### config.mk
export PLATFORM = sky130hd
export DESIGN_NAME = lsu_align
export DESIGN_NICKNAME = d
export VERILOG_FILES = /design/src/source/lsu_pkg.sv /design/src/source/wb_bus_pkg.sv /design/src/source/lsu_align.sv
export VERILOG_INCLUDE_DIRS = /design/src /design/src/source
export SDC_FILE = /design/constraint.sdc
export NUM_CORES = 1
export LEC_CHECK = 0
export ABC_AREA = 1
export BUFFER_PORTS_ARGS = -buffer_cell sky130_fd_sc_hd__buf_2
export CAP_MARGIN = 20
export CORE_MARGIN = 1.5
export CORE_UTILIZATION = 34
export CTS_CLUSTER_SIZE = 20
export DETAILED_ROUTE_END_ITERATION = 6
export PLACE_DENSITY_LB_ADDON = 0.05
export SETUP_SLACK_MARGIN = 0.2
export SLEW_MARGIN = 40
export SYNTH_ARGS = -nofsm -noshare
export SYNTH_HDL_FRONTEND = slang
export SYNTH_SLANG_ARGS = --single-unit
### constraint.sdc
create_clock -name wb_clk_i -period 2.82 [get_ports wb_clk_i]
set_input_delay 0.705 -clock wb_clk_i [delete_from_list [all_inputs] [get_ports wb_clk_i]]
set_output_delay 0.705 -clock wb_clk_i [all_outputs]
set_load 0.05 [all_outputs]
### src/source/lsu_cfg.svh
`ifndef LSU_CFG_SVH
`define LSU_CFG_SVH

// byte address width, core side and bus side.
`define LSU_ADDR_WIDTH 16

// sram size in 32-bit words; word indexes from here up are out of range.
`define LSU_SRAM_WORDS 1024

// timing register values after reset.
`define LSU_WAIT_RESET 4'd0
`define LSU_STALL_RESET 1'b0

`endif

### src/source/lsu_pkg.sv
package lsu_pkg;

	typedef enum logic [1:0] {
		size_byte = 2'd0,
		size_half = 2'd1,
		size_word = 2'd2
	} access_size_t;

	// the same data word seen as byte lanes or as halfword lanes.
	typedef union packed {
		logic [3:0][7:0] b;
		logic [1:0][15:0] h;
	} data_lanes_u;

endpackage

### src/source/wb_bus_pkg.sv
`include "lsu_cfg.svh"

package wb_bus_pkg;

	// byte address as seen on the bus.
	typedef logic [`LSU_ADDR_WIDTH-1:0] wb_adr_t;

	typedef logic [31:0] wb_data_t;

	// one select bit per byte lane.
	typedef logic [3:0] wb_sel_t;

endpackage

### src/source/lsu_align.sv
`timescale 1ns/1ps

module lsu_align
	import wb_bus_pkg::*;
	import lsu_pkg::*;
(
	input logic wb_clk_i,
	input logic reset_i,
	input logic req_i,
	input wb_adr_t addr_i,
	input access_size_t size_i,
	input logic we_i,
	input logic signed_i,
	input wb_data_t wdata_i,
	input wb_data_t bus_rdata_i,
	output logic bus_en_o,
	output wb_sel_t bus_sel_o,
	output wb_data_t bus_wdata_o,
	output wb_data_t rdata_o,
	output logic misalign_o
);

	logic misaligned;
	logic mis_req;
	logic mis_held_q;
	data_lanes_u st_lanes;
	data_lanes_u ld_lanes;
	logic [7:0] ld_byte;
	logic [15:0] ld_half;

	always_comb begin
		case (size_i)
			size_half: misaligned = addr_i[0];
			size_word: misaligned = addr_i[1:0] != 2'd0;
			default: misaligned = 1'b0;
		endcase
	end

	assign mis_req = req_i && misaligned;
	assign bus_en_o = req_i && !misaligned;

	// replicate the low lane(s) so any selected lane carries the data.
	always_comb begin
		st_lanes = wdata_i;
		bus_sel_o = 4'b1111;
		case (size_i)
			size_byte: begin
				st_lanes.b = {4{wdata_i[7:0]}};
				bus_sel_o = 4'b0001 << addr_i[1:0];
			end
			size_half: begin
				st_lanes.h = {2{wdata_i[15:0]}};
				bus_sel_o = addr_i[1] ? 4'b1100 : 4'b0011;
			end
			default: begin
				st_lanes = wdata_i;
				bus_sel_o = 4'b1111;
			end
		endcase
	end

	// stores only need the placed word when we_i is set.
	assign bus_wdata_o = we_i ? wb_data_t'(st_lanes) : '0;

	assign ld_lanes = bus_rdata_i;
	assign ld_byte = ld_lanes.b[addr_i[1:0]];
	assign ld_half = ld_lanes.h[addr_i[1]];

	always_comb begin
		case (size_i)
			size_byte: rdata_o = {{24{signed_i & ld_byte[7]}}, ld_byte};
			size_half: rdata_o = {{16{signed_i & ld_half[15]}}, ld_half};
			default: rdata_o = bus_rdata_i;
		endcase
	end

	// one pulse per held misaligned request.
	always_ff @(posedge wb_clk_i) begin
		if (reset_i) begin
			mis_held_q <= 1'b0;
			misalign_o <= 1'b0;
		end else begin
			mis_held_q <= mis_req;
			misalign_o <= mis_req && !mis_held_q;
		end
	end

	a_sel_nonzero: assert property (@(posedge wb_clk_i) disable iff (reset_i)
		bus_en_o |-> bus_sel_o != 4'd0);

endmodule

==> flow_metrics.env <==
export IMPL_outcome="finished, final reports clean"
export IMPL_p_leak_nw=1.825
export IMPL_clkPwrFrac=0.108
export IMPL_tns_ns=0
export IMPL_syn_area_sq_um=1294
export IMPL_period_minus_slack_ns=2.654
export IMPL_combPwrFrac=0.864
export IMPL_ys_flop_type="dfxtp_1"
export IMPL_clk_pin_slew_worst_paths_ns=0.03
export IMPL_setup_viol=0
export IMPL_insertion_delay_ns=0.21
export IMPL_period_share=0.9411
export IMPL_die_h_microns=64.69
export IMPL_grt_pass1_wl_microns=10130
export IMPL_power_density_nw_per_um2=331.3
export IMPL_initial_core_util=0.3534
export IMPL_io_buffers=142
export IMPL_cts_buffer_depth=2
export IMPL_hold_class="reg2reg"
export IMPL_post_drt_wl_per_cell_microns=13.57
export IMPL_yosys_warnings=0
export IMPL_die_area_sq_um=4184
export IMPL_fmaxAchievable_mhz=376.8
export IMPL_area_growth_synth_to_final_pct=147.3
export IMPL_grtUsageTotal=0.2929
export IMPL_skew_ns=0.002543
export IMPL_drtIter0Drc=196
export IMPL_grt_max_degree=25
export IMPL_drtPass1Iterations=6
export IMPL_cts_tree="done"
export IMPL_peakVddDrop_mv=0.2154
export IMPL_synthMuxAreaShare=0
export IMPL_p_sw_uw=605.4
export IMPL_ios=157
export IMPL_criticalPathCategory="in2out"
export IMPL_viasPerCell=5.199
export IMPL_end_kind="output pin"
export IMPL_synth_top_family_by_area="simple AND/OR/NAND/NOR gates"
export IMPL_synth_top_area_share=0.3685
export IMPL_hpwlAfterDp_microns=4243
export IMPL_synth_edff_count=0
export IMPL_clock_sinks=2
export IMPL_crit_required_ns=2.12
export IMPL_rsz0062_at_grt="true"
export IMPL_drive_gt1_frac=0.5793
export IMPL_wl_microns=6814
export IMPL_synth_avg_cell_area_sq_um=4.539
export IMPL_synth_net_count=376
export IMPL_synth_cell_type_count=22
export IMPL_cts_max_level=1
export IMPL_cp_max_fo=6
export IMPL_p_sw_frac=0.5712
export IMPL_synthTopCellsByArea="nand2_1 (37%), nand3_1 (14%), o21ai_0 (8.5%), nor2_1 (7.3%), inv_1 (6.4%)"
export IMPL_drv_cap=0
export IMPL_critPathArrivalTime_ns=1.95
export IMPL_cts_buffers=3
export IMPL_vias=2610
export IMPL_overflow=0
export IMPL_nets=547
export IMPL_antenna_found_initial=0
export IMPL_drtAntennaViolNets=0
export IMPL_final_setup_worst_slack_ns=0.1660
export IMPL_grt_pass1_vias=2366
export IMPL_antennaDiodeCount=0
export IMPL_placementRows=22
export IMPL_ys_seq_elements=2
export IMPL_setup_worst_path_start_class="input port"
export IMPL_die_x_microns=64.69
export IMPL_pre_cts_slack_ns=0.01398
export IMPL_tightest_slew_ns=0.4927
export IMPL_syn_instance_count=285
export IMPL_maxSlewViolCount=0
export IMPL_gp_congestion=0.8017
export IMPL_synth_largest_area_cell="nand2_1"
export IMPL_p_int_uw=454.5
export IMPL_seqPwrFrac=0.028
export IMPL_core_area_sq_um=3661
export IMPL_synth_compound_area_frac=0.1896
export IMPL_clock_root_buffer="clkbuf_8"
export IMPL_synth_fa_ha_area_frac=0.03868
export IMPL_final_hold_violation_count=0
export IMPL_async_reset_ff_frac=0
export IMPL_yosys_area_share_simple=0.6015
export IMPL_drc=0
export IMPL_ys_seq_area_frac=0.03095
export IMPL_maxSlewHeadroom=0.6715
export IMPL_synth_xor_area_frac=0
==> metrics by stage <==
stage               std cells  area, sq um    util  power (mW)  hold slack [ns]
floorplan                 285         1572       -      0.5526           0.3749
global placement          481         2424  0.6620      0.7395           0.3854
detailed placement        481         2424  0.6620      0.7429           0.3902
CTS                       495         3018  0.8243       1.008           0.3900
global route              502         3199  0.8739       1.107           0.4116
finish                    502         3199  0.8739       1.060           0.3849
==> path summary, 6_finish.rpt <==
check	startpoint	endpoint	slack, ns	cells after the start
worst min register to register	mis_held_q	misalign_o	0.38	1
worst max-delay path	size_i[1]	bus_wdata_o[12]	0.17	10
worst max register to register	mis_held_q	misalign_o	2.31	1
worst min-delay path	mis_held_q	misalign_o	0.38	1
==> synthesized netlist by cell type (3+ instances only) <==
library cell,number
o21ai_1,3
nand2_1,127
buf_4,4
ha_1,4
inv_1,22
o21ai_0,22
inv_2,4
buf_2,6
clkbuf_1,5
nand3_1,35
a21oi_1,16
nor2_1,25
==> per-layer routing <==
layer  up-vias  global-route usage  routed length [microns]  share of wire
met4         0             0.09574                      133          0.020
met3        17             0.03299                      530          0.078
met1      1205              0.3333                     2574           0.38
li1       1242                   -                        -              -
met2       146              0.5612                     3575           0.52
met5         -                   0                        0              0
==> area by class of cell <==
cell class / count / area (sq um)
clock buffer: 3 / 41.29
fill: 225 / 461.7
inverter: 27 / 131.4
multi-input combinational: 241 / 1475
sequential: 2 / 40.04
tap: 48 / 60.06
timing repair buffer: 181 / 1451
==> power by group through the flow <==
| stage | Clock [mW] | Combinational, mW | Sequential, mW |
|---|---|---|---|
| finish | 0.115 | 0.916 | 0.0294 |
| global route | 0.120 | 0.958 | 0.0294 |
| CTS | 0.116 | 0.862 | 0.0294 |
| detailed placement | 0 | 0.713 | 0.0297 |
| global placement | 0 | 0.710 | 0.0297 |
| floorplan | 0 | 0.522 | 0.0309 |
==> worst max-delay path: stages <==
cell      delay [ns]
buf_8           0.09
clkinv_8        0.06
ha_4            0.16
nor2_4          0.15
buf_4           0.16
buf_12          0.12
o21ai_2         0.07
buf_6           0.16
a21oi_4         0.12
buf_8           0.16
==> timing repair <==
action / CTS / global route
setup endpoints to repair: 58 / 58
gates cloned: 1 / 0
hold buffers: 0 / 0
pin swaps: 13 / 14
setup buffers: 10 / 7
endpoints found under the hold margin: 0 / 0
gates resized for setup: 139 / 43
==> state kept, by name (all words and copies together), names as in the netlist <==
name and count:
mis_held_q 1, misalign_o 1
==> cell usage in the layout, fill, tap and decap left out, drive strengths merged <==
cell type / count
nand3: 36
a21oi: 17
nor2: 26
clkbuf: 4
o21ai: 27
or2: 1
inv: 26
ha: 4
clkinv: 1
dfxtp: 2
nor3: 1
buf: 180
o21bai: 1
nand2: 127
a31oi: 1
==> logic make-up after synthesis <==
group / count (synthesis)
buffers and inverters: 42
and+or+nand+nor: 191
AOI/OAI and AO/OA: 46
DFF: 2
adders and majority gates: 4
(Power assumes the default switching activity.)
