$ cat src/source/lsu_cfg.svh
`ifndef LSU_CFG_SVH
`define LSU_CFG_SVH

// byte address width, core side and bus side.
`define LSU_ADDR_WIDTH 16

// sram size in 32-bit words; word indexes from here up are out of range.
`define LSU_SRAM_WORDS 1024

// timing register values after reset.
`define LSU_WAIT_RESET 4'd0
`define LSU_STALL_RESET 1'b0

`endif

$ cat src/source/wb_timing_regs.sv
`timescale 1ns/1ps
`include "lsu_cfg.svh"

module wb_timing_regs (
	input logic wb_clk_i,
	input logic reset_i,
	input logic cfg_we_i,
	input logic cfg_addr_i,
	input logic [3:0] cfg_wdata_i,
	output logic [3:0] wait_cycles_o,
	output logic stall_first_o
);

	logic [3:0] wait_q;
	logic stall_q;

	always_ff @(posedge wb_clk_i) begin
		if (reset_i) begin
			wait_q <= `LSU_WAIT_RESET;
			stall_q <= `LSU_STALL_RESET;
		end else if (cfg_we_i) begin
			if (cfg_addr_i) begin
				stall_q <= cfg_wdata_i[0]; // upper bits ignored.
			end else begin
				wait_q <= cfg_wdata_i;
			end
		end
	end

	assign wait_cycles_o = wait_q;
	assign stall_first_o = stall_q;

endmodule
$ cat config.mk
export PLATFORM = sky130hd
export DESIGN_NAME = wb_timing_regs
export DESIGN_NICKNAME = d
export VERILOG_FILES = /design/src/source/wb_timing_regs.sv
export VERILOG_INCLUDE_DIRS = /design/src /design/src/source
export SDC_FILE = /design/constraint.sdc
export NUM_CORES = 1
export LEC_CHECK = 0
export ABC_AREA = 1
export BUFFER_PORTS_ARGS = -buffer_cell sky130_fd_sc_hd__buf_2
export CORE_AREA = 2 2 39 41
export CTS_CLUSTER_DIAMETER = 40
export DETAILED_ROUTE_END_ITERATION = 8
export DIE_AREA = 0 0 41 43
export PLACE_DENSITY = 0.46
export SYNTH_ARGS = -nofsm -noshare
export SYNTH_HDL_FRONTEND = slang
export SYNTH_SLANG_ARGS = --single-unit
$ cat constraint.sdc
create_clock -name wb_clk_i -period 0.8 [get_ports wb_clk_i]
set_clock_uncertainty 0.2 [all_clocks]
set_input_delay 0 -clock wb_clk_i [delete_from_list [all_inputs] [get_ports wb_clk_i]]
set_output_delay 0 -clock wb_clk_i [all_outputs]
set_load 0.05 [all_outputs]
==> results of run 1 <==
[per-stage QoR]
stage	power, W	worst slack (ns)	setup TNS (ns)	util	cell area, um^2
6_report	0.0007519	-0.1339	-0.6374	0.2929	405.4
3_3_place_gp	0.0004166	0.02618	0	0.2378	329.1
2_1_floorplan	0.0003653	-0.05360	-0.1379	-	234.0
5_1_grt	0.0007931	-0.1503	-0.7450	0.2929	405.4
3_5_place_dp	0.0004166	0.02504	0	0.2378	329.1
4_1_cts	0.0007696	-0.1411	-0.6894	0.2929	405.4
[cell families after synthesis]
logic type / Yosys count / share of synthesized area
buffers and inverters: 7 / 0.1221
DFF: 5 / 0.4651
AOI/OAI and AO/OA: 1 / 0.02323
and+or+nand+nor: 20 / 0.3895
[power by group]
part	leakage (nW)	internal (W)	switching [W]	total, W
logic	0.149	0.0000761	0.0000990	0.000175
clock network	0.0150	0.000189	0.000115	0.000304
registers	0.0446	0.000260	0.0000127	0.000273
[layout make-up]
cell class                      instances  area (um^2)
Fill cell                             157        978.4
Timing Repair Buffer                   14        125.1
Sequential cell                         5        118.9
Multi-Input combinational cell         21        88.84
Clock buffer                            4        26.28
Inverter                                7        26.28
Tap cell                               16        20.02
[registers in the layout, summed over array words and instances (netlist names)]
signal / flops
stall_first_o: 1
wait_cycles_o: 4
[cells in the final DEF, fill, tap and decap left out, drive strengths merged]
master | synthesis | layout
buf | 0 | 14
a21oi | 1 | 1
nand2 | 6 | 6
nand3 | 5 | 5
nor2 | 9 | 9
dfxtp | 5 | 5
inv | 7 | 7
clkbuf | 0 | 4
[layer usage]
metal | routed length, um | GRT usage
met5 | 0 | 0
met4 | 6 | 0.1000
met3 | 53 | 0.03665
met2 | 270 | 0.1000
met1 | 231 | 0.07120
[repair_timing]
action / CTS / global route
setup endpoints to repair: 5 / 7
endpoints found under the hold margin: 5 / 5
resized for setup: 15 / 0
setup buffers: 0 / 0
[Yosys cell counts]
cell type	number
a21oi_1	1
dfxtp_1	5
inv_1	6
inv_2	1
nand2_1	6
nand3_1	5
nor2_1	8
nor2_2	1
[final timing paths]
kind | end
setup / recovery | wait_cycles_o[0]
hold / removal | stall_first_o
setup reg to reg | wait_cycles_o[0]
hold reg to reg | stall_first_o
==> results.yml, run 1 <==
timing:
  hold_violations: 5
  tightest_slew_ns: 0.2017
  setup_viol_count_final: 5
  post-route-min-period_ns: 0.9339
  rsz0062_at_grt: "true"
  hold_slack_ns: -0.2893
  drv_slew: 0
  period_share: 1.167
  setup_ws_ns: -0.1339
  fmax_mhz: 1071
  relSlewSlack: 0.8654
worst_setup_path:
  reg2reg_depth: 2
  critPathKind: "flip-flop to output pin"
  worstReg2RegStart: "wait_cycles_o[0]"
  cp_max_fo: 2
  critPathSlowestCell: "dfxtp_4"
  crit_cells: 1
  ff2ff_setup_slack_ns: 0.02
  worstPathArrival_ns: 0.73
  path_cells: "buf_8"
  critPathTopFamily: "flip-flops"
  required_ns: 0.60
  critPathBufInv: 1
  worstSetupStartpointType: "flip-flop"
  slowest_delay_ns: 0.35
  endpoint_kind: "output pin"
  cp-startpoint: "wait_cycles_o[0]"
floorplanning:
  die_w_um: 41
  ios: 13
  die_area_mm2: 0.001763
  die_h_um: 43
  start_util: 0.1555
  design.core.area_mm2: 0.001384
  rows: 14
logic_synthesis:
  synth_top_area_frac: 0.4651
  syn_area_um2: 215.2
  synth-seq-area-share: 0.4651
  ys_types: 8
  yosysWarnings: 0
  synthCells: 33
  synth.area.top_cells: "dfxtp_1 47%, nor2_1 14%, nand3_1 12%"
  ys_ff_latch: 5
  syn_nets: 41
  synth_area_per_cell_um2: 6.521
  synth.largest_area_cell: "dfxtp_1"
cts:
  clk_pin_slew_worst_paths_ns: 0.05
  h-tree-depth: 1
  cts_tree: "yes"
  insertion_delay_ns: 0.25
  clock-root-buffer: "clkbuf_4"
  cts.sinks: 5
  cts-buffers-inserted: 3
  clockBufferDepth: 2
detailed_routing:
  wire_per_inst_um: 8.388
  drc: 0
  ant_nets: 0
  drt_first_pass_iters: 3
  viasPerCell: 3.672
  drtIter0Drc: 2
  drt_wl_total_um: 562
  vias: 246
placed_design:
  place_hpwl_um: 426.6
  gp_congestion: 0.6149
  port_buffers: 12
  post-place-cells: 63
layout:
  num_antenna_cells: 0
  fin_nets: 60
  drive_gt1_frac: 0.4706
  area_growth_pct: 88.37
  fin_cells: 67
min_path:
  hold_class: "input port to flip-flop"
  min_path_cells: 2
  holdCritStartpoint: "reset_i"
grt:
  antenna_found_initial: 0
  grt_pass1_vias: 222
  grt_remaining_overflow: 0
  grt_pass1_wl_um: 821
  grt_max_degree: 5
  grt.total_usage: 0.07646
run:
  drv_cap: 0
run_status:
  violations: "hold timing, setup timing"
  run_status: "finished, violations left"
power_and_ir_drop:
  power.density_mw_per_mm2: 1855
  power_leakage_nw: 0.2087
  ir_worst_vdd_v: 0.0005652
Power figures use the tool's default switching activity.
==> run 2: changes to the inputs <==
--- a/config.mk
+++ b/config.mk
@@ -12,7 +12,9 @@
 export CTS_CLUSTER_DIAMETER = 40
 export DETAILED_ROUTE_END_ITERATION = 8
 export DIE_AREA = 0 0 41 43
+export HOLD_SLACK_MARGIN = 0.08
 export PLACE_DENSITY = 0.46
 export SYNTH_ARGS = -nofsm -noshare
 export SYNTH_HDL_FRONTEND = slang
 export SYNTH_SLANG_ARGS = --single-unit
+export TNS_END_PERCENT = 5
==> run 2 against run 1 <==
  * The flow still finishes with violations (hold timing, setup timing)
  * Highest routed layer is now met3
  * Final cell count stayed put
  * Critical endpoint is now stall_first_o
  * Non-clock buffer count stayed put
  * Core utilization is 0.27 points higher
  * Hold slack better by 0.024 ns
  * Die area stayed put
  * Maximum frequency is 1.2% higher
  * Routed wire length is 11% lower
  * Register-to-register slack hardly changed
  * Power is 2.3% lower
==> results.yml, run 2 (synthesis gave the netlist of run 1 again) <==
detailed_routing:
  viasPerCell: 3.746
  wire_per_inst_um: 7.493
  drtIter0Drc: 4
  vias: 251
  drt_first_pass_iters: 2
  drc: 0
  drt_wl_total_um: 502
  ant_nets: 0
cts:
  cts-buffers-inserted: 3
  clockBufferDepth: 2
  clk_pin_slew_worst_paths_ns: 0.04
  h-tree-depth: 1
  insertion_delay_ns: 0.24
  cts_tree: "yes"
  post-cts-setup-buffer-count: 0
  cts.sinks: 5
  clock-root-buffer: "clkbuf_4"
layout:
  fin_nets: 60
  fin_util: 0.2957
  layout_common_cells: "8 x nor2_1, 7 x buf_2, 6 x inv_1, 6 x nand2_1"
  num_antenna_cells: 0
  multiInputGateArea_um2: 92.59
  largest_reg_flops: 4
  fin_cells: 67
  layout_commonest_cell: "nor2_1"
  fillCellCount: 156
  drive_gt1_frac: 0.4902
  area_growth_pct: 90.12
  seqCellArea_um2: 118.9
floorplanning:
  die_w_um: 41
  die_h_um: 43
  start_util: 0.1555
  design.core.area_mm2: 0.001384
  ios: 13
  die_area_mm2: 0.001763
  rows: 14
worst_setup_path:
  worstSetupStartpointType: "flip-flop"
  reg2reg_depth: 2
  worstPathArrival_ns: 0.72
  required_ns: 0.60
  critPathTopFamily: "flip-flops"
  critPathBufInv: 1
  cp_max_fo: 2
  timing.rr.end: "stall_first_o"
  ff2ff_setup_slack_ns: 0.01
  critPathSlowestCell: "dfxtp_4"
  worstReg2RegStart: "stall_first_o"
  slowest_delay_ns: 0.34
  crit_cells: 1
  path_cells: "buf_8"
  critPathKind: "flip-flop to output pin"
  endpoint_kind: "output pin"
timing:
  post-route-min-period_ns: 0.9226
  drv_slew: 0
  setup_ws_ns: -0.1226
  rsz0062_at_grt: "true"
  period_share: 1.153
  fmax_mhz: 1084
  setup_viol_count_final: 5
  hold_violations: 5
  tightest_slew_ns: 0.1774
  hold_slack_ns: -0.2651
  relSlewSlack: 0.8816
  setup_tns_ns: -0.6035
grt:
  grt_max_degree: 5
  grt_pass1_wl_um: 800
  grt.total_usage: 0.07329
  grt_pass1_vias: 219
  antenna_found_initial: 0
  grt_remaining_overflow: 0
placed_design:
  place_hpwl_um: 420.8
  dpl_worst_slack_ns: 0.02857
  post-place-cells: 63
  gp_congestion: 0.7146
  port_buffers: 12
run_status:
  run_status: "finished, violations left"
  violations: "hold timing, setup timing"
min_path:
  holdPathEnd: "stall_first_o"
  min_path_cells: 2
  holdCritStartpoint: "reset_i"
  hold_class: "input port to flip-flop"
run:
  drv_cap: 0
power_and_ir_drop:
  ir_worst_vdd_v: 0.0004683
  power_leakage_nw: 0.2088
  power.density_mw_per_mm2: 1796
  power_w: 0.0007347
-- run 2: worst max path at each step --
stage | end | start | slack, ns
after floorplan | stall_first_o | stall_first_o | -0.05
after global placement | wait_cycles_o[2] | wait_cycles_o[2] | 0.03
after detailed placement | stall_first_o | stall_first_o | 0.03
after CTS | stall_first_o | stall_first_o | -0.13
after global routing | wait_cycles_o[1] | wait_cycles_o[1] | -0.15
final | stall_first_o | stall_first_o | -0.12
-- run 2: final cells by class --
| cell class | instances | share of cell area |
|---|---|---|
| well taps | 16 | 0.04893 |
| multi-input cells | 21 | 0.2263 |
| repair buffers | 14 | 0.3058 |
| flip-flops and latches | 5 | 0.2905 |
| clock buffers | 4 | 0.06422 |
| inverters | 7 | 0.06422 |
-- run 2: timing repair --
action,CTS,global route
gates resized for setup,15,1
setup endpoints to repair,5,8
endpoints found under the hold margin,5,5
-- run 2: stage by stage --
stage	area, um^2	hold WS [ns]
2_1_floorplan	234.0	-0.1406
3_3_place_gp	329.1	-0.03589
3_5_place_dp	329.1	-0.02591
4_1_cts	405.4	-0.2813
5_1_grt	409.1	-0.2847
6_report	409.1	-0.2651
-- run 2: routing by layer --
metal | global-route usage | part of all wire | vias to the layer above | routed length (um)
li1 | - | - | 134 | -
met1 | 0.08039 | 0.44 | 108 | 221
met2 | 0.08438 | 0.51 | 9 | 254
met3 | 0.04712 | 0.050 | 0 | 25
met4 | 0.08000 | 0 | 0 | 0
met5 | 0 | 0 | - | 0
-- run 2: report_power, final --
group	internal, W	leakage [nW]	switching [W]
clock	0.000188	0.0150	0.0000965
combinational	0.0000769	0.149	0.0000996
sequential	0.000261	0.0446	0.0000129
==> run 3: changes to the inputs <==
--- a/config.mk
+++ b/config.mk
@@ -6,14 +6,14 @@
 export SDC_FILE = /design/constraint.sdc
 export NUM_CORES = 1
 export LEC_CHECK = 0
-export ABC_AREA = 1
+export ABC_AREA = 0
 export BUFFER_PORTS_ARGS = -buffer_cell sky130_fd_sc_hd__buf_2
-export CORE_AREA = 2 2 39 41
+export CORE_AREA = 3 3 40 42
 export CTS_CLUSTER_DIAMETER = 40
 export DETAILED_ROUTE_END_ITERATION = 8
-export DIE_AREA = 0 0 41 43
+export DIE_AREA = 0 0 43 45
 export HOLD_SLACK_MARGIN = 0.08
-export PLACE_DENSITY = 0.46
+export PLACE_DENSITY = 0.47
 export SYNTH_ARGS = -nofsm -noshare
 export SYNTH_HDL_FRONTEND = slang
 export SYNTH_SLANG_ARGS = --single-unit
==> run 3 against run 2 <==
  * The run still ends with hold timing, setup timing left
  * Setup slack worse by 0.0087 ns
  * Synthesized cell count down 36%
  * Clock power up 5%
  * Final cell count down 21%
  * Non-clock buffer count down 1
  * Core utilization up 1.2 points
  * Via count down 9.6%
  * Design area down 3.4%
  * Flip-flop and latch count unchanged
  * Global-route usage up 0.82 points
  * Sequential share of layout area down 1.5 points
  * Sequential power about the same
==> results.yml, run 3 <==
worst_setup_path:
  critPathSlowestCell: "dfxtp_4"
  slowest_delay_ns: 0.34
  ff2ff_setup_slack_ns: -0.12
  critPathKind: "flip-flop to output pin"
  worstReg2RegStart: "stall_first_o"
  critPathBufInv: 1
  endpoint_kind: "output pin"
  reg2reg_depth: 2
  worstSetupStartpointType: "flip-flop"
  critPathTopFamily: "flip-flops"
  cp_max_fo: 2
  path_cells: "buf_8"
  timing.rr.end: "stall_first_o"
  worstPathArrival_ns: 0.73
  required_ns: 0.60
run_status:
  run_status: "finished, violations left"
  violations: "hold timing, setup timing"
logic_synthesis:
  synth_edf_count: 0
  syn_area_um2: 224.0
  synth.largest_area_cell: "dfxtp_1"
  synth-seq-area-share: 0.4469
  async_flop_share: 0
  synth_top_area_frac: 0.4469
  synth_area_per_cell_um2: 10.67
  synth.area.top_cells: "dfxtp_1 45%, nand4bb_1 20%, nand2b_1 11%"
  syn_nets: 29
  yosysMostFrequentCell: "dfxtp_1"
  synthCells: 21
  synth_common_cells: "5 x dfxtp_1, 4 x nand2b_1, 4 x nand4bb_1, 4 x o21ai_1"
  ys_ff_latch: 5
  synth_flop_cell: "dfxtp_1"
  yosysWarnings: 0
  ys_types: 8
power_and_ir_drop:
  ir_worst_vdd_v: 0.0004981
  power_leakage_nw: 0.1622
  power.density_mw_per_mm2: 1804
detailed_routing:
  viasPerCell: 4.283
  drt_wl_total_um: 598
  wire_per_inst_um: 11.28
  drt_first_pass_iters: 1
  vias: 227
  ant_nets: 0
  drc: 0
  drtIter0Drc: 0
layout:
  num_antenna_cells: 0
  fin_nets: 47
  fin_cells: 53
  drive_gt1_frac: 0.6053
  largest_reg_flops: 4
  area_growth_pct: 76.54
  layout_commonest_cell: "buf_2"
  layout_common_cells: "7 x buf_2, 4 x nand2b_1, 4 x nand4bb_1, 4 x buf_8, 4 x dfxtp_2"
  fin_util: 0.3077
timing:
  relSlewSlack: 0.9141
  drv_slew: 0
  post-route-min-period_ns: 0.9313
  tightest_slew_ns: 0.1286
  hold_violations: 5
  period_share: 1.164
  setup_viol_count_final: 7
  setup_ws_ns: -0.1313
  fmax_mhz: 1074
  hold_slack_ns: -0.2130
  rsz0062_at_grt: "true"
floorplanning:
  ios: 13
  design.core.area_mm2: 0.001285
  rows: 13
  start_util: 0.1743
  die_h_um: 45
  die_area_mm2: 0.001935
  die_w_um: 43
grt:
  grt.total_usage: 0.08153
  grt_pass1_wl_um: 1035
  grt_pass1_vias: 250
  antenna_found_initial: 0
  grt_remaining_overflow: 0
  grt_max_degree: 10
cts:
  cts_tree: "yes"
  h-tree-depth: 1
  insertion_delay_ns: 0.25
  cts-buffers-inserted: 3
  clk_pin_slew_worst_paths_ns: 0.04
  clock-root-buffer: "clkbuf_4"
  clockBufferDepth: 2
  cts.sinks: 5
min_path:
  min_path_cells: 2
  holdPathEnd: "stall_first_o"
  hold_class: "input port to flip-flop"
  holdCritStartpoint: "reset_i"
placed_design:
  port_buffers: 12
  post-place-cells: 48
  gp_congestion: 0.6264
run:
  drv_cap: 0
[run 3: changes by cell type after synthesis, sizes merged, moves of 4 or more]
cell,previous run,this run
nand2b,0,4
nand2,6,0
nand4bb,0,4
inv,7,0
nor2,9,0
nand3,5,1
o21ai,0,4
[run 3: timing repair]
action | CTS | global route
buffers inserted | 1 | 0
gates resized for setup | 14 | 1
hold endpoints to repair | 5 | 5
pin swaps | 0 | 0
endpoints found under the setup margin | 6 | 9
[run 3: metrics by stage]
| step | hold slack [ns] | cell area, um^2 | setup slack [ns] | TNS (ns) | power (W) |
|---|---|---|---|---|---|
| 2_1_floorplan | -0.1406 | 232.7 | -0.1973 | -0.6788 | 0.0003436 |
| 3_3_place_gp | 0.03745 | 311.5 | -0.07901 | -0.07901 | 0.0003858 |
| 3_5_place_dp | 0.03736 | 311.5 | -0.08243 | -0.08243 | 0.0003878 |
| 4_1_cts | -0.2189 | 391.6 | -0.1412 | -0.9007 | 0.0007272 |
| 5_1_grt | -0.2038 | 395.4 | -0.1629 | -1.079 | 0.0007622 |
| 6_report | -0.2130 | 395.4 | -0.1313 | -0.8413 | 0.0007132 |
[run 3: worst reg2reg max path, delay by kind of cell (launching register included)]
kind,cells,cell delay (ns)
flip-flops,1,0.34
AO/OA/AOI/OAI,2,0.30
[run 3: cell type report]
| cell class | count | area, um^2 |
|---|---|---|
| multi-input cells | 16 | 127.6 |
| well taps | 15 | 18.77 |
| repair buffers | 13 | 113.9 |
| clock buffers | 4 | 26.28 |
| flip-flops and latches | 5 | 108.9 |
| fillers | 140 | 889.6 |
[run 3: power by group]
part / internal, W / switching, W
clock: 0.000189 / 0.000110
sequential: 0.000263 / 0.00000964
combinational: 0.0000663 / 0.0000755
[run 3: how the worst max path moves through the flow]
stage | from | end | slack (ns) | cells past startpoint
CTS | stall_first_o | stall_first_o | -0.14 | 1
global placement | stall_first_o | stall_first_o | -0.08 | 2
floorplan | stall_first_o | stall_first_o | -0.20 | 2
finish | stall_first_o | stall_first_o | -0.13 | 1
detailed placement | stall_first_o | stall_first_o | -0.08 | 2
global route | wait_cycles_o[1] | wait_cycles_o[1] | -0.16 | 1
[run 3: kinds of logic after synthesis]
group	Yosys count	synth area share
DFF	5	0.4469
and+or+nand+nor	10	0.3966
AOI/OAI and AO/OA	6	0.1564
[run 3: per-layer routing]
layer  up-vias  GRT usage  share of wire  wire [um]
li1        113          -              -          -
met3         5    0.03187          0.075         45
met5         -          0              0          0
met4         0     0.1265          0.065         39
met1       102    0.06250           0.34        206
met2         7     0.1287           0.51        306
