File: config.mk
export PLATFORM = sky130hd
export DESIGN_NAME = core_wb_master
export DESIGN_NICKNAME = d
export VERILOG_FILES = /design/src/source/wb_bus_pkg.sv /design/src/source/core_wb_master.sv
export VERILOG_INCLUDE_DIRS = /design/src /design/src/source
export SDC_FILE = /design/constraint.sdc
export NUM_CORES = 1
export LEC_CHECK = 0
export BUFFER_PORTS_ARGS = -buffer_cell sky130_fd_sc_hd__buf_2
export CAP_MARGIN = 20
export CORE_MARGIN = 4
export CORE_UTILIZATION = 40
export DETAILED_ROUTE_END_ITERATION = 8
export PLACE_DENSITY = 0.92
export REMOVE_ABC_BUFFERS = 1
export SYNTH_ARGS = -nofsm -noshare
export SYNTH_HDL_FRONTEND = slang
export SYNTH_SLANG_ARGS = --single-unit
File: constraint.sdc
create_clock -name wb_clk_i -period 2.8 [get_ports wb_clk_i]
set_input_delay 0.42 -clock wb_clk_i [delete_from_list [all_inputs] [get_ports wb_clk_i]]
set_output_delay 0.42 -clock wb_clk_i [all_outputs]
set_load 0.03 [all_outputs]
File: src/source/lsu_cfg.svh
`ifndef LSU_CFG_SVH
`define LSU_CFG_SVH

// byte address width, core side and bus side.
`define LSU_ADDR_WIDTH 16

// sram size in 32-bit words; word indexes from here up are out of range.
`define LSU_SRAM_WORDS 1024

// timing register values after reset.
`define LSU_WAIT_RESET 4'd0
`define LSU_STALL_RESET 1'b0

`endif

File: src/source/wb_bus_pkg.sv
`include "lsu_cfg.svh"

package wb_bus_pkg;

	// byte address as seen on the bus.
	typedef logic [`LSU_ADDR_WIDTH-1:0] wb_adr_t;

	typedef logic [31:0] wb_data_t;

	// one select bit per byte lane.
	typedef logic [3:0] wb_sel_t;

endpackage

File: src/source/core_wb_master.sv
`timescale 1ns/1ps

module core_wb_master
	import wb_bus_pkg::*;
(
	input logic wb_clk_i,
	input logic reset_i,
	input logic en_i,
	input logic we_i,
	input wb_adr_t adr_i,
	input wb_sel_t sel_i,
	input wb_data_t wdata_i,
	output wb_data_t rdata_o,
	output logic busy_o,
	output logic wb_cyc_o,
	output logic wb_stb_o,
	output logic wb_we_o,
	output wb_sel_t wb_sel_o,
	output wb_adr_t wb_adr_o,
	output wb_data_t wb_dat_o,
	input logic wb_ack_i,
	input logic wb_stall_i,
	input logic wb_err_i,
	input wb_data_t wb_dat_i
);

	typedef enum logic [1:0] {
		st_idle = 2'd0,
		st_write = 2'd1,
		st_read = 2'd2,
		st_end = 2'd3
	} state_t;

	state_t state_q;
	logic stb_q;
	wb_data_t rdata_q;

	always_ff @(posedge wb_clk_i) begin
		if (reset_i || (wb_err_i && state_q != st_idle)) begin
			state_q <= st_idle;
			stb_q <= 1'b0;
			rdata_q <= '1; // aborted loads read back as all ones.
		end else begin
			case (state_q)
				st_idle: begin
					rdata_q <= '1;
					if (en_i) begin
						state_q <= we_i ? st_write : st_read;
						stb_q <= 1'b1;
					end
				end
				st_write, st_read: begin
					// strobe stays up until the slave takes it.
					if (wb_stb_o && !wb_stall_i) begin
						stb_q <= 1'b0;
					end
					if (!en_i) begin
						state_q <= st_idle;
						stb_q <= 1'b0;
						rdata_q <= '1;
					end else if (wb_ack_i) begin
						state_q <= st_end;
						if (state_q == st_read) begin
							rdata_q <= wb_dat_i;
						end
					end
				end
				st_end: begin
					state_q <= st_idle;
				end
				default: begin
					state_q <= st_idle;
					stb_q <= 1'b0;
				end
			endcase
		end
	end

	assign wb_cyc_o = (state_q != st_idle) && en_i;
	assign wb_stb_o = stb_q && en_i;
	assign wb_we_o = state_q == st_write;
	assign wb_sel_o = sel_i;
	assign wb_adr_o = adr_i;
	assign wb_dat_o = wdata_i;

	assign rdata_o = rdata_q;
	assign busy_o = wb_cyc_o;

	a_stb_in_cyc: assert property (@(posedge wb_clk_i) disable iff (reset_i)
		wb_stb_o |-> wb_cyc_o);

	// the slave only answers a cycle we opened.
	a_no_ack_idle: assert property (@(posedge wb_clk_i) disable iff (reset_i)
		wb_ack_i |-> state_q != st_idle);

endmodule

==> results of run 1 <==
[area by class of cell]
| type | instances | area, um2 |
|---|---|---|
| Clock buffer | 6 | 82.6 |
| Inverter | 3 | 11.3 |
| Clock inverter | 2 | 35.0 |
| Tap cell | 70 | 87.6 |
| Timing Repair Buffer | 79 | 420 |
| Sequential cell | 35 | 701 |
| Fill cell | 481 | 2920 |
| Multi-Input combinational cell | 118 | 982 |
[cell families (layout without fill, tap and decap cells)]
| group | count (synthesis) | after routing |
|---|---|---|
| AOI/OAI and AO/OA | 10 | 10 |
| DFF | 35 | 35 |
| and+or+nand+nor | 73 | 73 |
| buffers and inverters | 76 | 90 |
| muxes | 32 | 32 |
| adders and majority gates | 3 | 3 |
[metrics by stage]
| step | area (um2) | worst slack (ps) | util, % |
|---|---|---|---|
| after global routing | 2320 | 655 | 44.3 |
| after global placement | 2200 | 945 | 42.0 |
| after detailed placement | 2200 | 835 | 42.0 |
| final | 2320 | 843 | 44.3 |
| after floorplan | 1690 | 43.2 | - |
| after CTS | 2320 | 820 | 44.3 |
[routing by layer]
metal / wire length [um] / vias to the layer above / GRT usage, % / share of wire [%]
li1: - / 786 / - / -
met2: 3320 / 131 / 33.7 / 47
met3: 1430 / 6 / 17.1 / 20
met5: 52 / - / 7.50 / 0.73
met4: 74 / 2 / 4.98 / 1.0
met1: 2230 / 738 / 19.7 / 31
[layout by cell type (no fill, tap or decap), types with 3 or more instances in the layout]
master,instances
buf_4,4
nor4_2,18
a21boi_0,4
nor4_1,14
nor3_1,32
clkbuf_8,6
buf_2,74
inv_1,3
ha_1,3
dfxtp_1,35
mux2i_1,32
[state kept, by name, summed over array words and instances, names as in the netlist]
name and flops:
stb_q 1, rdata_o 32, state_q 2
[worst max path at each step]
stage | cells past startpoint | from | endpoint
floorplan | 5 | state_q[0]$_SDFFE_PP0P_ | state_q[0]$_SDFFE_PP0P_
global placement | 6 | state_q[0]$_SDFFE_PP0P_ | rdata_o[21]$_SDFFE_PP1P_
detailed placement | 6 | state_q[0]$_SDFFE_PP0P_ | rdata_o[19]$_SDFFE_PP1P_
CTS | 6 | state_q[0]$_SDFFE_PP0P_ | rdata_o[19]$_SDFFE_PP1P_
global route | 6 | state_q[0]$_SDFFE_PP0P_ | rdata_o[22]$_SDFFE_PP1P_
finish | 6 | state_q[0]$_SDFFE_PP0P_ | rdata_o[19]$_SDFFE_PP1P_
[power by group through the flow]
stage               registers, W  logic (W)  clock network (W)
floorplan               0.000741   0.000743                  0
global placement        0.000625    0.00115                  0
detailed placement      0.000629    0.00118                  0
CTS                     0.000618    0.00118           0.000484
global route            0.000629    0.00125           0.000514
finish                  0.000618    0.00117           0.000472
[cell usage after synthesis]
cell / number
a21oi_1: 1
nand2_2: 1
o21a_1: 2
nand2_1: 1
nor2b_2: 1
dfxtp_1: 35
o221a_1: 2
o22ai_4: 1
buf_6: 6
nor3_1: 32
clkbuf_1: 6
ha_1: 3
buf_1: 1
nor4_1: 14
nand2b_1: 2
buf_2: 7
mux2i_1: 32
nor2b_1: 1
and2_1: 2
nor2_1: 1
buf_4: 53
nor4_2: 18
inv_1: 3
a21boi_0: 4
[critical path, cell delays in order (launching register included)]
cell     delay (ps)
dfxtp_1         370
inv_1            70
ha_1            380
nand2_2         260
o22ai_4         200
buf_4           340
mux2i_1         250
==> summary.md, run 1 <==
| Metric | Value |
|---|---|
| Total CTS buffers | `5` |
| Worst hold-check path type | `input port to flip-flop` |
| Drt drc | `0` |
| Syn-to-layout area delta | `4.69%` |
| Full die area | `just under 7000 um2` |
| Worst slew slack as a fraction of its limit | `a little under three fifths` |
| Count of max-cap constraint violations | `0` |
| Detailed-route via count | `~1,700` |
| Final critical-path share of the clock period | `69.9%` |
| Antenna fix cells | `0` |
| Internal reg-to-reg setup slack | `840 ps` |
| Cell area after synthesis | `2220 um2` |
| Simple logic cell fraction of the synthesized area | `23.8%` |
| Synth top area cells | `dfxtp_1 (32%), buf_4 (18%), mux2i_1 (14%)` |
| TritonCTS clock tree | `done` |
| Setup_tns | `0 ps` |
| Yosys synthesis warning count | `0` |
| Multiplexer area fraction after synthesis | `14.5%` |
| Seq pwr share | `a little over a quarter` |
| Number of hold buffers added after cts | `0` |
| Setup fix buffers added after clock tree synthesis | `0` |
| Synth cell types | `24` |
| I/O pin count | `between 150 and 200` |
| WHS Endpoint | `rdata_o[17]$_SDFFE_PP1P_` |
| Largest family of logic cells by synthesized area | `buffers and inverters` |
| Overflow left after global routing | `0` |
| Sequential share of the synthesized area | `31.6%` |
| Fin Hold WS | `392 ps` |
| Avg Cell Area, Syn | `between 9 and 10 um2` |
| Number of input and output port buffers inserted | `74` |
| Tightest Pin Transition | `663 ps` |
| Initial antenna violation count | `0` |
| Maximum buffer depth of the clock tree | `2` |
| Global-route wire length before repair | `just under 10,000 um` |
| DIE HEIGHT | `82.4 um` |
| GP Congestion | `0.843` |
| Final routed wirelength across all metal layers | `7110 um` |
| Top achievable clock speed | `between 500 and 600 MHz` |
| Placeable core region | `roughly 5200 um2` |
| Hold Path Cell Cnt | `3` |
| Switch Pwr | `slightly below 0.001 W` |
| Dominant cell type by area after synthesis | `dfxtp_1` |
| Number of synthesized register bits | `35` |
| Time the final worst path needs with I/O delays and setup | `1960 ps` |
| Crit Path Class | `flip-flop to flip-flop` |
| Startpoint of the worst hold path | `wb_dat_i[17]` |
| Count of antenna-violating nets left after detailed routing | `0` |
| Setup-failing EPs final | `0` |
| RSZ-0062 raised after global routing | `no` |
| Worst Setup End Kind | `flip-flop` |
| Critical path startpoint category | `flip-flop` |
| Status | `completed` |
| Share of total power in combinational logic | `between 50% and 60%` |
| Detailed placement HPWL | `roughly 5800 um` |
| Net Sw Frac | `42.9%` |
| Share of the synthesized netlist area taken by xor and xnor gates | `0%` |
| Layout Cells excl Fill | `around 310` |
| Chip Width | `82.4 um` |
| Count of placed standard cells including taps | `305` |
| Count of TritonRoute iterations in the first routing pass | `4` |
| Hold Fails Final Rpt | `0` |
| Reg2Reg Capture Point | `rdata_o[19]$_SDFFE_PP1P_` |
| Largest fanout of any net on the critical path | `19` |
| Launch instance of the worst register-to-register path | `state_q[0]$_SDFFE_PP0P_` |
| Synth Area in Compound Gates | `4.18%` |
| Clk Tree Root Cell | `clkbuf_8` |
| CTS clk-pin slew, worst paths | `around 70 ps` |
| Total power of the final layout | `0.00226 W` |
| Cells resized by post-CTS repair | `0` |
| Maximum number of pins on one net before global-route repair | `between 60 and 70` |
| Vias per Instance | `about 5.3` |
| Initial core utilization | `a little over two fifths` |
| Area share of the largest cell type after synthesis | `31.6%` |
| Number of nets in the final layout | `336` |
| Req. time, crit path | `~3000 ps` |
| Clock network fraction of total power | `20.8%` |
| Maximum clock skew at final layout | `7.56 ps` |
| Number of placement rows | `26` |
| Routed WL per cell | `22.7 um` |
| Power density over the cells | `975 nW/um2` |
| Number of cell instances on the worst register-to-register path | `6` |
| Cell count after synthesis | `229` |
| Max H-tree Level | `2` |
| Static power due to leakage | `around 0.87 nW` |
| Internal power | `0.00129 W` |
| Number of global-route vias before repair | `1,587` |
| Maximum resistive drop on vdd | `351 uV` |
| GRT Util Overall | `about a fifth` |
| Crit path DAT | `2170 ps` |
| Total clock sinks | `35` |
| Worst-Skew Late Latency | `around 280 ps` |
| Pins over their slew limit | `0` |
| Violation count after the first detailed-route iteration | `between 40 and 50` |
| Adder-cell share of the synthesized area | `under 10%` |
| Share of final-layout standard cells stronger than drive strength 1 | `around 44%` |
Note: power is estimated with default switching activity, not from simulation.
==> run 2, diff against run 1 <==
Settings changed: ABC_AREA set to 1, CORE_UTILIZATION 40 to 34, PLACE_DENSITY 0.92 to 0.87.
Clock period 2.8 ns to 1.7 ns, I/O delays scaled along.
==> run 2 against run 1 <==
Clock-buffer cell count unchanged. Worst hold slack worse by 170 ps. Synthesized area decreased by 9.7%. Final area down 6.6%. Flip-flop and latch count did not move. Sequential power increased by 130%. Global-route usage shrank 1.9 points. Largest power group unchanged. Cell count increased by 7.0%. Sequential share of layout area is 2.1 points higher.
==> summary.md, run 2 <==
| Metric | Value |
|---|---|
| Detailed-route via count | `1,662 (was 1,663)` |
| Cell repeated most along the worst path | `buf_4` |
| Global routing met1 resource utilization | `19.4% (was 19.7%)` |
| Area used by multi-input combinational logic | `769 um2 (was 982 um2)` |
| Status | `completed (unchanged)` |
| Final routed wirelength across all metal layers | `7010 um (was 7110 um)` |
| Yosys synthesis warning count | `0 (unchanged)` |
| CP Buf/Inv Count | `3 (was 2)` |
| Reg2Reg Capture Point | `rdata_o[10]$_SDFFE_PP1P_ (was rdata_o[19]$_SDFFE_PP1P_)` |
| FFs w/ async S/R, synth | `0% (unchanged)` |
| Count of placed standard cells including taps | `327 (was 305)` |
| Static power due to leakage | `0.952 nW (was 0.865 nW)` |
| Total clock sinks | `35 (unchanged)` |
| Number of nets in the final layout | `357 (was 336)` |
| Family with the most delay on the worst path | `buffers and inverters (unchanged)` |
| Largest register FFs | `32 (unchanged)` |
| Avg Cell Area, Syn | `8.27 um2 (was 9.68 um2)` |
| Cell count after synthesis | `242 (was 229)` |
| Largest fanout of any net on the critical path | `5 (was 19)` |
| Setup-failing EPs final | `0 (unchanged)` |
| Met2 track utilization from global routing | `26.8% (was 33.7%)` |
| Crit Path Class | `flip-flop to primary output (was flip-flop to flip-flop)` |
| Largest family of logic cells by synthesized area | `buffers and inverters (unchanged)` |
| Max H-tree Level | `2 (unchanged)` |
| Vias per Instance | `4.96 (was 5.31)` |
| Layout Utilization | `38.6% (was 44.3%)` |
| I/O pin count | `179 (unchanged)` |
| Number of input and output port buffers inserted | `74 (unchanged)` |
| Launch instance of the worst register-to-register path | `state_q[1]$_SDFFE_PP0P_ (was state_q[0]$_SDFFE_PP0P_)` |
| Time the final worst path needs with I/O delays and setup | `1630 ps` |
| GP Congestion | `0.763 (was 0.843)` |
| Most heavily used metal layer in global routing | `met2 (unchanged)` |
| Most frequent cells in the layout | `buf_2 (72), nand3_1 (35), dfxtp_1 (35), nand2_1 (34), o211ai_1 (32) (was buf_2 (74), dfxtp_1 (35), nor3_1 (32), mux2i_1 (32), nor4_2 (18))` |
| Share of the synthesized netlist area taken by xor and xnor gates | `0% (unchanged)` |
| Commonest cells in the netlist | `buf_4 (53), dfxtp_1 (35), nand3_1 (35) (was buf_4 (53), dfxtp_1 (35), mux2i_1 (32), nor3_1 (32), nor4_2 (18))` |
| Chip Width | `84.7 um (was 82.4 um)` |
| Clk Tree Root Cell | `clkbuf_8 (unchanged)` |
| Routed WL per cell | `20.9 um (was 22.7 um)` |
| Adder-cell share of the synthesized area | `1.88% (was 1.69%)` |
| Initial antenna violation count | `0 (unchanged)` |
| Global-route wire length before repair | `10,300 um (was 9820 um)` |
| CTS clk-pin slew, worst paths | `80 ps (was 70 ps)` |
| Area share of the largest cell type after synthesis | `35.0% (was 31.6%)` |
| WHS Endpoint | `rdata_o[21]$_SDFFE_PP1P_ (was rdata_o[17]$_SDFFE_PP1P_)` |
| Worst hold-check path type | `input port to flip-flop (unchanged)` |
| Number of synthesized register bits | `35 (unchanged)` |
| Fin Hold WS | `218 ps (was 392 ps)` |
| Pre-CTS setup slack | `-5.83 ps (was 835 ps)` |
| Number of cell instances on the worst register-to-register path | `7 (was 6)` |
| Sequential cell area | `701 um2 (unchanged)` |
| Overflow left after global routing | `0 (unchanged)` |
| RSZ-0062 raised after global routing | `no (unchanged)` |
| Layout Cells excl Fill | `335 (was 313)` |
| Setup fix buffers added after clock tree synthesis | `0 (unchanged)` |
| GRT Util Overall | `18.9% (was 20.8%)` |
| Synth cell types | `20 (was 24)` |
| Number of hold buffers added after cts | `0 (unchanged)` |
| Total power of the final layout | `0.00551 W (was 0.00226 W)` |
| Crit path DAT | `1370 ps (was 2170 ps)` |
| Dominant cell type by area after synthesis | `dfxtp_1 (unchanged)` |
| Placeable core region | `5610 um2 (was 5240 um2)` |
| Drt drc | `0 (unchanged)` |
| Antenna fix cells | `0 (unchanged)` |
| Violation count after the first detailed-route iteration | `35 (was 49)` |
| Power density over the cells | `2540 nW/um2 (was 975 nW/um2)` |
| Synth Area in Compound Gates | `13.4% (was 4.18%)` |
| Slowest CP cell | `dfxtp_1 (was ha_1)` |
| Count of TritonRoute iterations in the first routing pass | `4 (unchanged)` |
| Worst Slack Setup Final | `74.8 ps (was 843 ps)` |
| Critical path startpoint category | `flip-flop (unchanged)` |
| Maximum number of pins on one net before global-route repair | `36 (was 66)` |
| TritonCTS clock tree | `done (unchanged)` |
| Multiplexer area fraction after synthesis | `0% (was 14.5%)` |
| Simple logic cell fraction of the synthesized area | `21.3% (was 23.8%)` |
| Number of placement rows | `27 (was 26)` |
| Total CTS buffers | `5 (unchanged)` |
| Full die area | `7180 um2 (was 6790 um2)` |
| Peak per-stage delay on the critical path | `360 ps (was 380 ps)` |
| Tightest Pin Transition | `279 ps (was 663 ps)` |
| Fillers | `602 (was 481)` |
| Sequential share of the synthesized area | `35.0% (was 31.6%)` |
| Count of max-cap constraint violations | `0 (unchanged)` |
| Maximum clock skew at final layout | `8.56 ps (was 7.56 ps)` |
| DIE HEIGHT | `84.7 um (was 82.4 um)` |
| Worst slew slack as a fraction of its limit | `81.4% (was 55.8%)` |
| Final critical-path share of the clock period | `95.6%` |
| Top achievable clock speed | `615 MHz` |
| Share of final-layout standard cells stronger than drive strength 1 | `41.1% (was 44.4%)` |
| Count of antenna-violating nets left after detailed routing | `0 (unchanged)` |
| Most common cell in the netlist | `buf_4 (unchanged)` |
| Grt met3 use | `20.3% (was 17.1%)` |
| Worst path cell trace | `inv_1 -> ha_1 -> buf_4 -> nor2_2 -> buf_4 (was inv_1 -> ha_1 -> nand2_2 -> o22ai_4 -> buf_4 -> mux2i_1)` |
| Req. time, crit path | `1440 ps (was 3010 ps)` |
| Synth top area cells | `dfxtp_1 (35%), buf_4 (20%), o211ai_1 (12%) (was dfxtp_1 (32%), buf_4 (18%), mux2i_1 (14%))` |
| Startpoint of the worst hold path | `wb_dat_i[21] (was wb_dat_i[17])` |
| Initial core utilization | `35.7% (was 42.3%)` |
| Main flop type after synthesis | `dfxtp_1 (unchanged)` |
| Worst Setup End Kind | `primary output (was flip-flop)` |
| Syn-to-layout area delta | `8.26% (was 4.69%)` |
| Maximum buffer depth of the clock tree | `2 (unchanged)` |
| Internal reg-to-reg setup slack | `130 ps (was 840 ps)` |
| Hold Fails Final Rpt | `0 (unchanged)` |
| Hold Path Cell Cnt | `3 (unchanged)` |
| Detailed placement HPWL | `5420 um (was 5760 um)` |
| Worst-Skew Late Latency | `280 ps (about the same)` |
| Number of flops mapped to enable cells by yosys | `0 (unchanged)` |
| Pins over their slew limit | `0 (unchanged)` |
| Number of global-route vias before repair | `1,688 (was 1,587)` |
| Commonest non-fill, non-tap cell in the layout | `buf_2 (unchanged)` |
| Cell area after synthesis | `2000 um2 (was 2220 um2)` |
| Maximum resistive drop on vdd | `1080 uV (was 351 uV)` |
run 2: changes by cell type in the layout (fill, tap and decap cells not counted), sizes merged, moves of 3 or more:
| cell | change |
|---|---|
| a21boi | -4 |
| a21oi | +3 |
| buf | +4 |
| inv | +6 |
| mux2i | -32 |
| nand2 | +45 |
| nand3 | +36 |
| nor2 | +4 |
| nor3 | -32 |
| nor4 | -32 |
| o211ai | +32 |
run 2: power breakdown:
part	switching [W]	internal [W]	leakage [nW]
combinational	0.00227	0.00119	0.617
sequential	0.000212	0.00122	0.288
clock	0.000296	0.000318	0.0470
run 2: layout make-up:
| cell class | instances | area share (%) |
|---|---|---|
| Multi-Input combinational cell | 129 | 35.5 |
| Sequential cell | 35 | 32.4 |
| Timing Repair Buffer | 83 | 22.4 |
| Tap cell | 72 | 4.16 |
| Clock buffer | 6 | 3.81 |
| Inverter | 9 | 1.56 |
| Clock inverter | 1 | 0.231 |
run 2: worst register-to-register path, cell delays in order, from the launching register on:
cell,delay [ps]
dfxtp_1,360
inv_1,80
ha_1,300
buf_4,160
nand3_4,150
buf_6,220
o211ai_1,100
nand3_1,90
run 2: through the flow:
stage | instance area (um2) | setup TNS [ps]
2_1_floorplan | 1470 | -10400
3_3_place_gp | 2040 | 0
3_5_place_dp | 2040 | -19.0
4_1_cts | 2130 | 0
5_1_grt | 2170 | 0
6_report | 2170 | 0
run 2: worst max path at each step:
stage | startpoint | end | slack, ps | cells past startpoint
2_1_floorplan | state_q[1]$_SDFFE_PP0P_ | rdata_o[0]$_SDFFE_PP1P_ | -320 | 6
3_3_place_gp | state_q[0]$_SDFFE_PP0P_ | rdata_o[28]$_SDFFE_PP1P_ | 80 | 6
3_5_place_dp | state_q[1]$_SDFFE_PP0P_ | rdata_o[0]$_SDFFE_PP1P_ | -6 | 6
4_1_cts | state_q[1]$_SDFFE_PP0P_ | busy_o | 30 | 5
5_1_grt | state_q[1]$_SDFFE_PP0P_ | busy_o | 7 | 5
6_report | state_q[1]$_SDFFE_PP0P_ | busy_o | 70 | 5
run 2: per-layer routing:
layer | part of all wire, % | wire length [um]
met5 | 0 | 0
met4 | 0.57 | 40
met3 | 23 | 1620
met2 | 42 | 2950
met1 | 34 | 2410
run 2: cell families (layout without fill, tap and decap cells):
group	after synthesis	after routing
buffers and inverters	79	99
adders and majority gates	3	3
and+or+nand+nor	88	89
DFF	35	35
AOI/OAI and AO/OA	37	37
run 2: timing repair:
| action | in CTS | in global routing |
|---|---|---|
| pin swaps | 0 | 1 |
| hold endpoints to repair | 0 | 0 |
| gates cloned | 0 | 1 |
| endpoints found under the setup margin | 24 | 22 |
| gates resized for setup | 1 | 9 |
==> run 3, diff against run 2 <==
Settings changed: SETUP_SLACK_MARGIN set to 0.2.
==> run 3 against run 2 <==
Core utilization increased by 3.3 points. Clock-buffer cell count unchanged. Sequential share of layout area decreased by 2.4 points. Worst setup slack improved by 70 ps. Combinational power increased by 12%. First-iteration DRC count increased by 5.7%. Worst hold slack improved by 2.0 ps. Largest cell class unchanged.
==> summary.md, run 3 (synthesis results as in run 2) <==
| Metric | Value |
|---|---|
| WHS Endpoint | `rdata_o[20]$_SDFFE_PP1P_ (was rdata_o[21]$_SDFFE_PP1P_)` |
| Top achievable clock speed | `643 MHz (was 615 MHz)` |
| Chip Width | `84.7 um (unchanged)` |
| Worst Slack Setup Final | `144 ps (was 74.8 ps)` |
| Hold Fails Final Rpt | `0 (unchanged)` |
| Post-route cell area | `2350 um2 (was 2170 um2)` |
| Routed WL per cell | `22.0 um (was 20.9 um)` |
| Crit Path Class | `flip-flop to flip-flop (was flip-flop to primary output)` |
| Setup-failing EPs final | `0 (unchanged)` |
| Crit path DAT | `1720 ps (was 1370 ps)` |
| Power density over the cells | `2530 nW/um2 (was 2540 nW/um2)` |
| Vias per Instance | `5.12 (was 4.96)` |
| Number of hold buffers added after cts | `0 (unchanged)` |
| Count of TritonRoute iterations in the first routing pass | `4 (unchanged)` |
| Global-route wire length before repair | `10,700 um (was 10,300 um)` |
| Antenna fix cells | `0 (unchanged)` |
| Tightest Pin Transition | `268 ps (was 279 ps)` |
| Worst slew slack as a fraction of its limit | `82.1% (was 81.4%)` |
| Time the final worst path needs with I/O delays and setup | `1560 ps (was 1630 ps)` |
| Critical path startpoint category | `flip-flop (unchanged)` |
| Violation count after the first detailed-route iteration | `37 (was 35)` |
| Met2 track utilization from global routing | `28.5% (was 26.8%)` |
| Detailed-route via count | `1,755 (was 1,662)` |
| Number of nets in the final layout | `365 (was 357)` |
| Total CTS buffers | `5 (unchanged)` |
| Share of final-layout standard cells stronger than drive strength 1 | `44.6% (was 41.1%)` |
| Clk Tree Root Cell | `clkbuf_8 (unchanged)` |
| Clock network fraction of total power | `10.3% (was 11.2%)` |
| Most frequent cells in the layout | `buf_2 (72), nand3_1 (35), nand2_1 (34), dfxtp_1 (33), o211ai_1 (32) (was buf_2 (72), nand3_1 (35), dfxtp_1 (35), nand2_1 (34), o211ai_1 (32))` |
| Max H-tree Level | `2 (unchanged)` |
| CTS clk-pin slew, worst paths | `70 ps (was 80 ps)` |
| Syn-to-layout area delta | `17.4% (was 8.26%)` |
| Area used by multi-input combinational logic | `805 um2 (was 769 um2)` |
| Grt met3 use | `19.9% (was 20.3%)` |
| Most heavily used metal layer in global routing | `met2 (unchanged)` |
| Overflow left after global routing | `0 (unchanged)` |
| Cell area reported after detailed placement | `2040 um2 (unchanged)` |
| Req. time, crit path | `1870 ps (was 1440 ps)` |
| Switch Pwr | `0.00293 W (was 0.00278 W)` |
| Placeable core region | `5610 um2 (unchanged)` |
| Hold Path Cell Cnt | `3 (unchanged)` |
| Status | `completed (unchanged)` |
| Internal power | `0.00302 W (was 0.00273 W)` |
| Internal reg-to-reg setup slack | `140 ps (was 130 ps)` |
| Fillers | `581 (was 602)` |
| Full die area | `7180 um2 (unchanged)` |
| Launch instance of the worst register-to-register path | `state_q[1]$_SDFFE_PP0P_ (unchanged)` |
| Count of antenna-violating nets left after detailed routing | `0 (unchanged)` |
| Net Sw Frac | `49.3% (was 50.5%)` |
| Layout Cells excl Fill | `343 (was 335)` |
| Layout Utilization | `41.9% (was 38.6%)` |
| Maximum buffer depth of the clock tree | `2 (unchanged)` |
| Drt drc | `0 (unchanged)` |
| Initial antenna violation count | `0 (unchanged)` |
| Pins over their slew limit | `0 (unchanged)` |
| Worst hold-check path type | `input port to flip-flop (unchanged)` |
| I/O pin count | `179 (unchanged)` |
| Global routing met1 resource utilization | `20.0% (was 19.4%)` |
| Number of input and output port buffers inserted | `74 (unchanged)` |
| Number of cell instances on the worst register-to-register path | `7 (unchanged)` |
| Final critical-path share of the clock period | `91.5% (was 95.6%)` |
| Reg2Reg Capture Point | `rdata_o[5]$_SDFFE_PP1P_ (was rdata_o[10]$_SDFFE_PP1P_)` |
| Maximum clock skew at final layout | `4.91 ps (was 8.56 ps)` |
| Total power of the final layout | `0.00595 W (was 0.00551 W)` |
| Worst Setup End Kind | `flip-flop (was primary output)` |
| Maximum resistive drop on vdd | `1060 uV (was 1080 uV)` |
| Count of max-cap constraint violations | `0 (unchanged)` |
| Commonest non-fill, non-tap cell in the layout | `buf_2 (unchanged)` |
| GRT Util Overall | `19.6% (was 18.9%)` |
| Number of global-route vias before repair | `1,745 (was 1,688)` |
| Number of placement rows | `27 (unchanged)` |
| Startpoint of the worst hold path | `wb_dat_i[20] (was wb_dat_i[21])` |
| Seq pwr share | `24.3% (was 26.0%)` |
| Largest register FFs | `32 (unchanged)` |
| Sequential cell area | `703 um2 (was 701 um2)` |
| Count of placed standard cells including taps | `327 (unchanged)` |
| RSZ-0062 raised after global routing | `yes (was no)` |
| Total clock sinks | `35 (unchanged)` |
| GP Congestion | `0.763 (unchanged)` |
| Worst-Skew Late Latency | `280 ps (about the same)` |
| Initial core utilization | `35.7% (unchanged)` |
| Share of total power in combinational logic | `65.5% (was 62.8%)` |
| DIE HEIGHT | `84.7 um (unchanged)` |
| Pre-CTS setup slack | `-5.83 ps (unchanged)` |
| Detailed placement HPWL | `5420 um (unchanged)` |
| TritonCTS clock tree | `done (unchanged)` |
| Maximum number of pins on one net before global-route repair | `36 (unchanged)` |
| Static power due to leakage | `1.03 nW (was 0.952 nW)` |
| Final routed wirelength across all metal layers | `7560 um (was 7010 um)` |
| Largest fanout of any net on the critical path | `7 (was 5)` |
-- run 3: worst max path at each step --
stage / to / from / slack [ps]
detailed placement: rdata_o[0]$_SDFFE_PP1P_ / state_q[1]$_SDFFE_PP0P_ / -6
finish: rdata_o[5]$_SDFFE_PP1P_ / state_q[1]$_SDFFE_PP0P_ / 140
CTS: rdata_o[14]$_SDFFE_PP1P_ / state_q[1]$_SDFFE_PP0P_ / 180
floorplan: rdata_o[0]$_SDFFE_PP1P_ / state_q[1]$_SDFFE_PP0P_ / -320
global route: rdata_o[16]$_SDFFE_PP1P_ / state_q[1]$_SDFFE_PP0P_ / 70
global placement: rdata_o[28]$_SDFFE_PP1P_ / state_q[0]$_SDFFE_PP0P_ / 80
-- run 3: timing repair --
| item | in CTS | in global routing |
|---|---|---|
| setup buffers | 1 | 3 |
| resized for setup | 21 | 4 |
| hold endpoints to repair | 0 | 0 |
| gates cloned | 1 | 4 |
| pin swaps | 1 | 7 |
| setup endpoints to repair | 35 | 36 |
-- run 3: layout make-up --
| cell class | count | area share [%] |
|---|---|---|
| Multi-Input combinational cell | 129 | 34.2 |
| Tap cell | 72 | 3.83 |
| Inverter | 9 | 1.44 |
| Sequential cell | 35 | 29.9 |
| Clock buffer | 6 | 3.51 |
| Timing Repair Buffer | 91 | 26.8 |
| Clock inverter | 1 | 0.213 |
-- run 3: critical path, cell delays in order (launching register included) --
cell	delay (ps)
dfxtp_2	350
inv_2	50
ha_4	270
buf_6	130
nand3_4	210
clkbuf_16	250
o211ai_1	80
nand3_1	90
-- run 3: per-layer routing --
metal / routed length (um) / up-vias
met5: 0 / -
met4: 59 / 0
met3: 1660 / 10
met2: 3280 / 158
met1: 2550 / 770
li1: - / 817
-- run 3: power by group through the flow --
| stage | Combinational, W | Sequential (W) | Clock, W |
|---|---|---|---|
| floorplan | 0.00155 | 0.00217 | 0 |
| global placement | 0.00327 | 0.00144 | 0 |
| detailed placement | 0.00335 | 0.00144 | 0 |
| CTS | 0.00361 | 0.00144 | 0.000630 |
| global route | 0.00424 | 0.00150 | 0.000666 |
| finish | 0.00389 | 0.00144 | 0.000611 |
-- run 3: through the flow --
stage	setup TNS, ps	hold WS (ps)
after floorplan	-10400	423
after global placement	0	437
after detailed placement	-19.0	439
after CTS	0	206
after global routing	0	231
final	0	220
